===== src/common/mcd212_pkg.sv =====
`default_nettype none

package mcd212_pkg;

    // Widths shared by the planes and the mixer
    localparam int CLUT_DEPTH_BITS = 7;
    localparam int WEIGHT_BITS = 6;

    // Register address as issued by a display channel
    typedef logic [6:0] reg_adr_t;

    // One CLUT colour, 6 bits per channel
    typedef struct packed {
        logic [5:0] r;
        logic [5:0] g;
        logic [5:0] b;
    } clut_entry_t;

    // Colour that leaves a plane or the mixer
    typedef struct packed {
        logic [7:0] r;
        logic [7:0] g;
        logic [7:0] b;
    } rgb888_t;

    // Colour layout of a 24-bit register word
    // Each channel sits in the upper 6 bits of its byte
    typedef struct packed {
        logic [5:0] r;
        logic [1:0] pad_r;
        logic [5:0] g;
        logic [1:0] pad_g;
        logic [5:0] b;
        logic [1:0] pad_b;
    } reg_colour_t;

    // The same register word, read as a colour or as control bits
    typedef union packed {
        reg_colour_t colour;
        logic [23:0] raw;
    } reg_word_u;

    // CLUT colours 0 to 63 of the selected bank
    localparam reg_adr_t REG_CLUT_LAST = 7'h3f;

    // Image coding method, plane A in bits 3:0 and plane B in bits 11:8
    localparam reg_adr_t REG_CODING = 7'h40;

    // Bit 0 set puts plane B in front of plane A
    localparam reg_adr_t REG_ORDER = 7'h42;

    // Bank for CLUT writes, 2 bits
    localparam reg_adr_t REG_CLUT_BANK = 7'h43;

    // Transparent colours
    localparam reg_adr_t REG_TRANS_A = 7'h44;
    localparam reg_adr_t REG_TRANS_B = 7'h46;

    // Backdrop in bits 3:0 as y, r, g, b
    localparam reg_adr_t REG_BACKDROP = 7'h58;

    // Weight factors, 6 bits each
    localparam reg_adr_t REG_WEIGHT_A = 7'h5b;
    localparam reg_adr_t REG_WEIGHT_B = 7'h5c;

endpackage

`default_nettype wire


===== src/video_plane/clut_memory.sv =====
`timescale 1ns/10ps
`default_nettype none

module clut_memory #(
    parameter int addr_bits = mcd212_pkg::CLUT_DEPTH_BITS
) (
    input  logic                    clk,
    input  logic                    wr_en,
    input  logic [addr_bits-1:0]    wr_adr,
    input  mcd212_pkg::clut_entry_t wr_data,
    input  logic [addr_bits-1:0]    rd_adr,
    output mcd212_pkg::clut_entry_t rd_data
);
    import mcd212_pkg::*;

    clut_entry_t ram[2**addr_bits];

    // Single clock, one write port and one registered read port
    // A read of the address being written returns the old entry
    always_ff @(posedge clk) begin
        if (wr_en) begin
            ram[wr_adr] <= wr_data;
        end
        rd_data <= ram[rd_adr];
    end

endmodule

`default_nettype wire


===== src/video_plane/video_plane.sv =====
`timescale 1ns/10ps
`default_nettype none

module video_plane #(
    parameter mcd212_pkg::reg_adr_t trans_adr = mcd212_pkg::REG_TRANS_A,
    parameter mcd212_pkg::reg_adr_t weight_adr = mcd212_pkg::REG_WEIGHT_A,
    parameter bit clut_upper = 1'b0
) (
    input  logic                  clk,
    input  logic                  reset,
    input  mcd212_pkg::reg_adr_t  reg_adr,
    input  mcd212_pkg::reg_word_u reg_data,
    input  logic                  reg_write,
    input  logic [7:0]            pixel,
    input  logic                  pixel_strobe,
    input  logic                  new_line,
    output mcd212_pkg::rgb888_t   plane_rgb,
    output logic                  plane_opaque
);
    import mcd212_pkg::*;

    logic                       clut_bank;
    clut_entry_t                trans_colour;
    logic [WEIGHT_BITS-1:0]     weight;
    logic [CLUT_DEPTH_BITS-1:0] held_pixel;

    clut_entry_t                reg_colour;
    logic                       clut_we;
    logic [CLUT_DEPTH_BITS-1:0] clut_wr_adr;
    clut_entry_t                clut_out;

    // Scale a 6-bit level to 8 bits, then apply weight (w + 1) / 64
    function automatic logic [7:0] apply_weight(
        input logic [5:0]             level,
        input logic [WEIGHT_BITS-1:0] w
    );
        logic [14:0] product;
        product = 15'({level, 2'b00}) * (15'(w) + 15'd1);
        // Product stays below 2**14
        return product[13:6];
    endfunction

    // Colour fields picked out of the register word
    assign reg_colour = '{
        r: reg_data.colour.r,
        g: reg_data.colour.g,
        b: reg_data.colour.b
    };

    // CLUT colours 0 to 63 land in the bank given by bank bit 0
    assign clut_we = reg_write && (reg_adr <= REG_CLUT_LAST);
    assign clut_wr_adr = {clut_bank, reg_adr[5:0]};

    always_ff @(posedge clk) begin
        if (reset) begin
            clut_bank <= 1'b0;
            trans_colour <= '0;
            weight <= '0;
        end else if (reg_write) begin
            if (reg_adr == REG_CLUT_BANK) begin
                // Bank bit 1 only tells which plane owns the bank
                clut_bank <= reg_data.raw[0];
            end
            if (reg_adr == trans_adr) begin
                trans_colour <= reg_colour;
            end
            if (reg_adr == weight_adr) begin
                weight <= reg_data.raw[WEIGHT_BITS-1:0];
            end
        end
    end

    // Pixel hold, cleared at the start of each line
    // CLUT7 only looks at the lower 7 bits of the index
    always_ff @(posedge clk) begin
        if (reset) begin
            held_pixel <= '0;
        end else if (new_line) begin
            held_pixel <= '0;
        end else if (pixel_strobe) begin
            held_pixel <= pixel[CLUT_DEPTH_BITS-1:0];
        end
    end

    clut_memory #(
        .addr_bits(CLUT_DEPTH_BITS)
    ) clut (
        .clk    (clk),
        .wr_en  (clut_we),
        .wr_adr (clut_wr_adr),
        .wr_data(reg_colour),
        .rd_adr (held_pixel),
        .rd_data(clut_out)
    );

    assign plane_rgb.r = apply_weight(clut_out.r, weight);
    assign plane_rgb.g = apply_weight(clut_out.g, weight);
    assign plane_rgb.b = apply_weight(clut_out.b, weight);

    assign plane_opaque = (clut_out != trans_colour);

    // Plane A may only select banks 0-1, plane B only banks 2-3
    bank_owner_check: assert property (
        @(posedge clk) disable iff (reset)
        (reg_write && reg_adr == REG_CLUT_BANK) |-> (reg_data.raw[1] == clut_upper)
    ) else $error("CLUT bank outside of this plane");

    // The channels stay quiet while the chip is in reset
    no_clut_write_in_reset: assert property (
        @(posedge clk) reset |-> !clut_we
    ) else $error("CLUT write during reset");

endmodule

`default_nettype wire


===== src/hdl/plane_mixer.sv =====
`timescale 1ns/10ps
`default_nettype none

module plane_mixer (
    input  logic                  clk,
    input  logic                  reset,
    input  mcd212_pkg::reg_adr_t  reg_adr,
    input  mcd212_pkg::reg_word_u reg_data,
    input  logic                  reg_write,
    input  mcd212_pkg::rgb888_t   a_rgb,
    input  logic                  a_opaque,
    input  mcd212_pkg::rgb888_t   b_rgb,
    input  logic                  b_opaque,
    output logic [7:0]            r,
    output logic [7:0]            g,
    output logic [7:0]            b
);
    import mcd212_pkg::*;

    logic [3:0] coding_a;
    logic [3:0] coding_b;
    logic       b_in_front;
    logic [3:0] backdrop;

    logic    a_visible;
    logic    b_visible;
    rgb888_t backdrop_rgb;
    rgb888_t mix_rgb;
    rgb888_t out_rgb;

    // Mixing registers, all written by channel 0
    always_ff @(posedge clk) begin
        if (reset) begin
            coding_a <= '0;
            coding_b <= '0;
            b_in_front <= 1'b0;
            backdrop <= '0;
        end else if (reg_write) begin
            case (reg_adr)
                REG_CODING: begin
                    coding_a <= reg_data.raw[3:0];
                    coding_b <= reg_data.raw[11:8];
                end
                REG_ORDER: begin
                    b_in_front <= reg_data.raw[0];
                end
                REG_BACKDROP: begin
                    backdrop <= reg_data.raw[3:0];
                end
                default: begin
                end
            endcase
        end
    end

    // A zero coding method turns the plane off
    assign a_visible = a_opaque && (coding_a != 4'd0);
    assign b_visible = b_opaque && (coding_b != 4'd0);

    // Backdrop bits are y, r, g, b from the top
    // Without y the MSB drops out for half brightness
    assign backdrop_rgb.r = {backdrop[3] & backdrop[2], {7{backdrop[2]}}};
    assign backdrop_rgb.g = {backdrop[3] & backdrop[1], {7{backdrop[1]}}};
    assign backdrop_rgb.b = {backdrop[3] & backdrop[0], {7{backdrop[0]}}};

    // Back plane first, so the front plane overrides it
    always_comb begin
        mix_rgb = backdrop_rgb;
        if (b_in_front) begin
            if (a_visible) begin
                mix_rgb = a_rgb;
            end
            if (b_visible) begin
                mix_rgb = b_rgb;
            end
        end else begin
            if (b_visible) begin
                mix_rgb = b_rgb;
            end
            if (a_visible) begin
                mix_rgb = a_rgb;
            end
        end
    end

    always_ff @(posedge clk) begin
        if (reset) begin
            out_rgb <= '0;
        end else begin
            out_rgb <= mix_rgb;
        end
    end

    assign r = out_rgb.r;
    assign g = out_rgb.g;
    assign b = out_rgb.b;

    // Covers CLUT contents and plane inputs that were never written
    rgb_known_check: assert property (
        @(posedge clk) disable iff (reset)
        !$isunknown(out_rgb)
    ) else $error("Unknown RGB output");

endmodule

`default_nettype wire


===== src/hdl/mcd212_video.sv =====
`timescale 1ns/10ps
`default_nettype none

module mcd212_video (
    input  logic                  clk,
    input  logic                  reset,
    input  mcd212_pkg::reg_adr_t  ch0_reg_adr,
    input  mcd212_pkg::reg_word_u ch0_reg_data,
    input  logic                  ch0_reg_write,
    input  mcd212_pkg::reg_adr_t  ch1_reg_adr,
    input  mcd212_pkg::reg_word_u ch1_reg_data,
    input  logic                  ch1_reg_write,
    input  logic [7:0]            pixel_a,
    input  logic [7:0]            pixel_b,
    input  logic                  pixel_strobe,
    input  logic                  new_line,
    output logic [7:0]            r,
    output logic [7:0]            g,
    output logic [7:0]            b
);
    import mcd212_pkg::*;

    rgb888_t plane_a_rgb;
    logic    plane_a_opaque;
    rgb888_t plane_b_rgb;
    logic    plane_b_opaque;

    // Plane A on channel 0, CLUT banks 0-1
    video_plane #(
        .trans_adr (REG_TRANS_A),
        .weight_adr(REG_WEIGHT_A),
        .clut_upper(1'b0)
    ) plane_a (
        .clk         (clk),
        .reset       (reset),
        .reg_adr     (ch0_reg_adr),
        .reg_data    (ch0_reg_data),
        .reg_write   (ch0_reg_write),
        .pixel       (pixel_a),
        .pixel_strobe(pixel_strobe),
        .new_line    (new_line),
        .plane_rgb   (plane_a_rgb),
        .plane_opaque(plane_a_opaque)
    );

    // Plane B on channel 1, CLUT banks 2-3
    video_plane #(
        .trans_adr (REG_TRANS_B),
        .weight_adr(REG_WEIGHT_B),
        .clut_upper(1'b1)
    ) plane_b (
        .clk         (clk),
        .reset       (reset),
        .reg_adr     (ch1_reg_adr),
        .reg_data    (ch1_reg_data),
        .reg_write   (ch1_reg_write),
        .pixel       (pixel_b),
        .pixel_strobe(pixel_strobe),
        .new_line    (new_line),
        .plane_rgb   (plane_b_rgb),
        .plane_opaque(plane_b_opaque)
    );

    // Coding, order and backdrop are only reachable from channel 0
    plane_mixer mixer (
        .clk      (clk),
        .reset    (reset),
        .reg_adr  (ch0_reg_adr),
        .reg_data (ch0_reg_data),
        .reg_write(ch0_reg_write),
        .a_rgb    (plane_a_rgb),
        .a_opaque (plane_a_opaque),
        .b_rgb    (plane_b_rgb),
        .b_opaque (plane_b_opaque),
        .r        (r),
        .g        (g),
        .b        (b)
    );

endmodule

`default_nettype wire


===== config.mk =====
export PLATFORM = sky130hd
export DESIGN_NAME = mcd212_video
export DESIGN_NICKNAME = d
export VERILOG_FILES = /design/src/common/mcd212_pkg.sv /design/src/video_plane/clut_memory.sv /design/src/video_plane/video_plane.sv /design/src/hdl/plane_mixer.sv /design/src/hdl/mcd212_video.sv
export SDC_FILE = /design/constraint.sdc
export NUM_CORES = 2
export LEC_CHECK = 0
export BUFFER_PORTS_ARGS = -buffer_cell sky130_fd_sc_hd__buf_2
export CORE_MARGIN = 1.5
export CORE_UTILIZATION = 54
export CTS_CLUSTER_DIAMETER = 30
export DETAILED_ROUTE_END_ITERATION = 10
export HOLD_SLACK_MARGIN = 0.05
export PLACE_DENSITY = 0.7
export SETUP_SLACK_MARGIN = 0.05
export SLEW_MARGIN = 30
export SYNTH_ARGS = -nofsm -noshare
export SYNTH_HDL_FRONTEND = slang
export SYNTH_MEMORY_MAX_BITS = 65536
export SYNTH_SLANG_ARGS = --single-unit

===== constraint.sdc =====
create_clock -name clk -period 6.4 [get_ports clk]
set_input_delay 0.96 -clock clk [delete_from_list [all_inputs] [get_ports clk]]
set_output_delay 0.96 -clock clk [all_outputs]
set_load 0.03 [all_outputs]

# After elaboration in Yosys (flattened, before gate mapping)
# Memory sizes are Yosys's and may differ from the RTL's. A register that Yosys moved wholly into a read port is not among the register bits.
# Cells that the tools add are included.
dict set report totals {
  register_bits 101
  input_bits 84
  ram_bits 4608
  output_inout_bits 24
  mem_count 2
}
dict set report op_classes {
  n_eq_ne 11
  n_addsub 2
  n_mux 9
  reduce_logical 16
  bitwise_logic 3
  mul 6
  order_cmp 2
}
# memory words word_bits read_ports rd_ports_with_merged_regs write_ports line
set memory_table {}
lappend memory_table {plane_a.clut.ram 128 18 1 1 1 clut_memory.sv:16} ;# clut_entry_t ram[2**addr_bits];
lappend memory_table {plane_b.clut.ram 128 18 1 1 1 clut_memory.sv:16}
# operator n
set op_table {}
lappend op_table {{$mux 24} 5}
lappend op_table {{$mul 6x15->12} 6}
lappend op_table {{$eq 7x7->1 const B} 9}
lappend op_table {{$ne 18x18->1} 2}
lappend op_table {{$reduce_and 2->1} 9}
lappend op_table {{$add 6x1->7 const B} 2}
lappend op_table {{$le 7x6->1 const B} 2}
lappend op_table {{$reduce_bool 4->1} 2}
lappend op_table {{$logic_and 1x1->1} 4}
lappend op_table {{$mux 1} 4}
lappend op_table {{$and 1x1->1} 3}
lappend op_table {{$reduce_or 2->1} 1}

# Depth between registers and ports, before layout
dict set report depth {
  depth_word 5
  ltp_mapped 18
  ltp_nobuf 17
}

# Cells and area by module
# A second synthesis with hierarchy kept.
dict set report unflattened {
  cells_unflattened 8216
  hier_area_um2 188503.3
}
# mod cells_per_inst area_each_um2 n_inst
set modules_own_cells {}
lappend modules_own_cells {clut_memory 3449 88247.1 2}
lappend modules_own_cells {{video_plane at plane_a} 549 5007.3 1}
lappend modules_own_cells {{video_plane at plane_b} 544 4967.3 1}
lappend modules_own_cells {plane_mixer 225 2034.5 1}

# Worst setup path after synthesis
# Ideal clock, no wire load.
dict set report synth_timing {
  path_kind {reg2reg}
  from {register plane_b.weight[0]}
  to {register mixer.out_rgb, in the netlist mixer.r[7]}
  path_slack_ns 1.820
  period_less_slack_ns 4.580
  path_stages_with_launch 19
  path_buffers 1
  t_arrival_ns 4.495
  setup_time_ns 0.086
  path_cell_list {dfxtp_1 > ha_1 > nand3_1 > xor2_1 > clkbuf_1 > nor2b_1 > fa_1 > fa_1 > inv_1 > fa_1 > inv_1 > ha_1 > o21ai_0 > nor2_1 > o21a_1 > o41a_1 > xnor2_1 > and2_1 > a211oi_1}
}
dict set report synth_between {
  elab_chain_cells 5
  word_cells_on_any_way 6
  cone_classes {add/sub: 1; mul: 1; mux: 4}
}
# item line
set synth_rtl {}
lappend synth_rtl {{from (decl)} video_plane.sv:24} ;# logic [WEIGHT_BITS-1:0] weight;
lappend synth_rtl {{from (signal assigned)} video_plane.sv:68} ;# weight <= reg_data.raw[WEIGHT_BITS-1:0];
lappend synth_rtl {{$add 6x1->7 *} video_plane.sv:38} ;# product = 15'({level, 2'b00}) * (15'(w) + 15'd1);
lappend synth_rtl {{$mul 6x15->12 *} video_plane.sv:38}
lappend synth_rtl {{$mux 24} plane_mixer.sv:77} ;# if (b_visible) begin
lappend synth_rtl {{$mux 24} plane_mixer.sv:80} ;# if (a_visible) begin
lappend synth_rtl {{$mux 24 *} plane_mixer.sv:69} ;# if (b_in_front) begin
lappend synth_rtl {{to (signal assigned)} plane_mixer.sv:90} ;# out_rgb <= mix_rgb;
lappend synth_rtl {{to (decl)} plane_mixer.sv:29} ;# rgb888_t out_rgb;
# Every way passes the cells marked *; elsewhere a longest branch is shown, timed or not.
# A chain may end at the register's enable or synchronous reset.

# Worst setup path after layout
dict set report layout_timing {
  from {register plane_a.weight[0]}
  to {register mixer.out_rgb, in the netlist mixer.b[6]}
}
dict set report layout_between {
  elab_chain_cells 5
  word_cells_on_any_way 6
  cone_classes {add/sub: 1; mul: 1; mux: 4}
}
# item line
set layout_rtl {}
lappend layout_rtl {{from (decl)} video_plane.sv:24}
lappend layout_rtl {{from (signal assigned)} video_plane.sv:68}
lappend layout_rtl {{$add 6x1->7 *} video_plane.sv:38}
lappend layout_rtl {{$mul 6x15->12 *} video_plane.sv:38}
lappend layout_rtl {{$mux 24} plane_mixer.sv:70} ;# if (a_visible) begin
lappend layout_rtl {{$mux 24} plane_mixer.sv:73} ;# if (b_visible) begin
lappend layout_rtl {{$mux 24 *} plane_mixer.sv:69}
# Marks and branches as above.

==> out/metrics.cfg <==
[layout]
fin_area_um2 = 223100
stdcell_count = 14360
final_layout_size_suffix_gt1_frac = 0.3562
area_growth_pct = 18.73
final_nets = 9395

[setup_path]
end_kind = register
arrival_ns = 5.95
crit_type = reg2reg
cp.required_ns = 7.32
startpoint_type = register
cp_max_fo = 18

[floorplanning]
rows = 216
die_area_um2 = 351600
io_pins = 108
initial_core_util = 0.5429
coreArea_um2 = 346200
die_h_um = 592.9
die_x_um = 592.9

[routing]
vias = 91250
wl_met3_um = 41420
avgViaCountPerCell = 6.357
wl_per_cell_um = 32.66
initialDrtViolationCount = 10770
drtPass1Iterations = 6
top_layer_used = met5
drtAntennaViolNets = 0
routed_wl_um = 468800
met2_length_um = 235200
drc = 0
m1WireLength_um = 174200

[logic_synthesis]
yosysTopAreaCellShare = 0.7363
ys_seq_area_frac = 0.7509
syn_inst = 8229
ys_ff_latch = 4745
avgSynthCellArea_um2 = 22.84
netlist_area_um2 = 187900
yosysWarnings = 0
synth_common_cells = 4,608 x edfxtp_1, 1,476 x mux4_2, 360 x nor2_1
ys_top_cells_by_area = edfxtp_1 74%, mux4_2 18%, dfxtp_1 1.5%
yosysMostFrequentCell = edfxtp_1
synth_cell_types = 51
ys.flop_type = edfxtp_1
async_reset_ff_frac = 0
synth_largest_area_cell = edfxtp_1
synth_edf_count = 4608
syn_nets = 8537

[place]
place_inst = 12890
dp_hpwl_um = 253400
place_area_um2 = 196400
finalWeightedCongestion = 0.8470
numPortBuffers = 99

[clocking]
ctsHoldBuffers = 0
tritoncts = built
clock-sinks = 4745
numCtsBuffers = 767
cts_root_buf = clkbuf_16
clock_latency_ns = 1.07
cts_resized = 0
htree_levels = 6
post_cts_buffers = 0
clk_pin_slew_ns = 0.05
cts_max_path_buffers = 4

[global_routing]
grt-ovfl-total = 0
grt_max_degree = 109
grt_pass1_wl_um = 673400
grt_pass1_vias = 95400
antenna_found_initial = 32
grt_usage = 0.2682

[power_and_ir_drop]
p_per_area_nw_per_um2 = 350.3
vdd_drop_max_mv = 0.2791
power_mw = 78.17
p_leak_nw = 70.74

[min_path]
hold_path.class = in2reg

[timing]
worst_slew_pin_slew_ns = 1.058
min_period_ns = 5.036
hold_viol = 0
skew_ns = 0.06222
maxSlewViolCount = 0
finalCritPeriodShare = 0.7868
finalSetupViolCount = 0
max_freq_mhz = 198.6
rsz0062_at_grt = no
slew_headroom = 0.2948
setup-tns-final_ns = 0
whs_ns = 0.1511

[flow_run]
cap_violations = 0

[outcome]
status = finished, final reports clean

-- cell type report --
type / count / area, µm²
antenna: 12 / 30.03
clock buffer: 867 / 19860
clock inverter: 580 / 6705
fill: 21690 / 123100
inverter: 154 / 578.1
multi-input combinational: 2923 / 44890
sequential: 4745 / 141200
tap: 4578 / 5728
timing repair buffer: 496 / 4192
-- registers in the layout, indices dropped and copies added, names as in the netlist --
name	flops
mixer.g	8
plane_b.trans_colour	18
plane_b.held_pixel	7
mixer.b	8
mixer.coding_a	4
plane_b.clut.ram	2304
plane_b.clut.rd_data	18
plane_a.held_pixel	7
mixer.b_in_front	1
plane_a.clut_bank	1
plane_a.clut.rd_data	18
plane_a.trans_colour	18
plane_a.clut.ram	2304
plane_b.weight	6
plane_b.clut_bank	1
plane_a.weight	6
mixer.coding_b	4
mixer.r	8
mixer.backdrop	4
-- critical path, cell delays in order (launching register included) --
cell and delay (ns):
dfxtp_1 0.43, buf_4 0.22, ha_1 0.22, and3_1 0.68, and2_1 0.25, fa_1 0.42
fa_1 0.55, inv_1 0.05, fa_1 0.48, inv_1 0.05, ha_1 0.32, and3_1 0.17
a211o_1 0.29, a21oi_1 0.17, xor2_1 0.12, a22o_1 0.25, a221oi_1 0.24
-- power breakdown --
group / internal [mW] / switching [mW] / total (mW) / leakage (nW)
clock network: 26.3 / 15.3 / 41.7 / 12.7
registers: 34.2 / 0.146 / 34.3 / 42.5
logic: 0.808 / 1.36 / 2.17 / 15.5
-- layer usage --
layer	vias to the layer above	track usage
li1	36550	-
met1	48750	0.3563
met2	5023	0.4444
met3	899	0.05277
met4	28	0.1000
met5	-	0
-- worst paths after layout --
check	cells after the start	endpoint	from	slack, ns
max reg2reg	16	mixer.b[6]$_SDFF_PP0_	plane_a.weight[0]$_SDFFE_PP0P_	1.36
min reg2reg	2	mixer.backdrop[3]$_SDFFE_PP0P_	mixer.backdrop[3]$_SDFFE_PP0P_	0.50
min	3	plane_b.held_pixel[6]$_SDFFE_PP0P_	pixel_b[6]	0.15
max	16	mixer.b[6]$_SDFF_PP0_	plane_a.weight[0]$_SDFFE_PP0P_	1.36
-- placed cells by master (no fill, tap or decap), drive strengths merged, types with 104 or more instances in the layout --
| master | instances |
|---|---|
| mux2i | 148 |
| clkbuf | 867 |
| nor2 | 360 |
| edfxtp | 4608 |
| buf | 496 |
| clkinv | 283 |
| ha | 104 |
| fa | 120 |
| dfxtp | 137 |
| mux4 | 1476 |
| nor2b | 148 |
| inv | 267 |
-- stage by stage --
stage / util / worst slack (ns)
finish: 0.6445 / 1.364
global route: 0.6445 / 0.9951
CTS: 0.6442 / 1.308
detailed placement: 0.5674 / 1.360
global placement: 0.5670 / 1.499
floorplan: - / 1.820
-- cell families after synthesis --
| logic type | Yosys count | share of synthesized area |
|---|---|---|
| XOR/XNOR | 99 | 0.004614 |
| AND/OR/NAND/NOR | 798 | 0.02040 |
| adder cells (fa/ha/maj) | 224 | 0.01971 |
| flip-flops | 4745 | 0.7509 |
| buffers and inverters | 561 | 0.01316 |
| multiplexers | 1624 | 0.1848 |
| AO/OA/AOI/OAI | 178 | 0.006504 |
(Power assumes the default switching activity.)
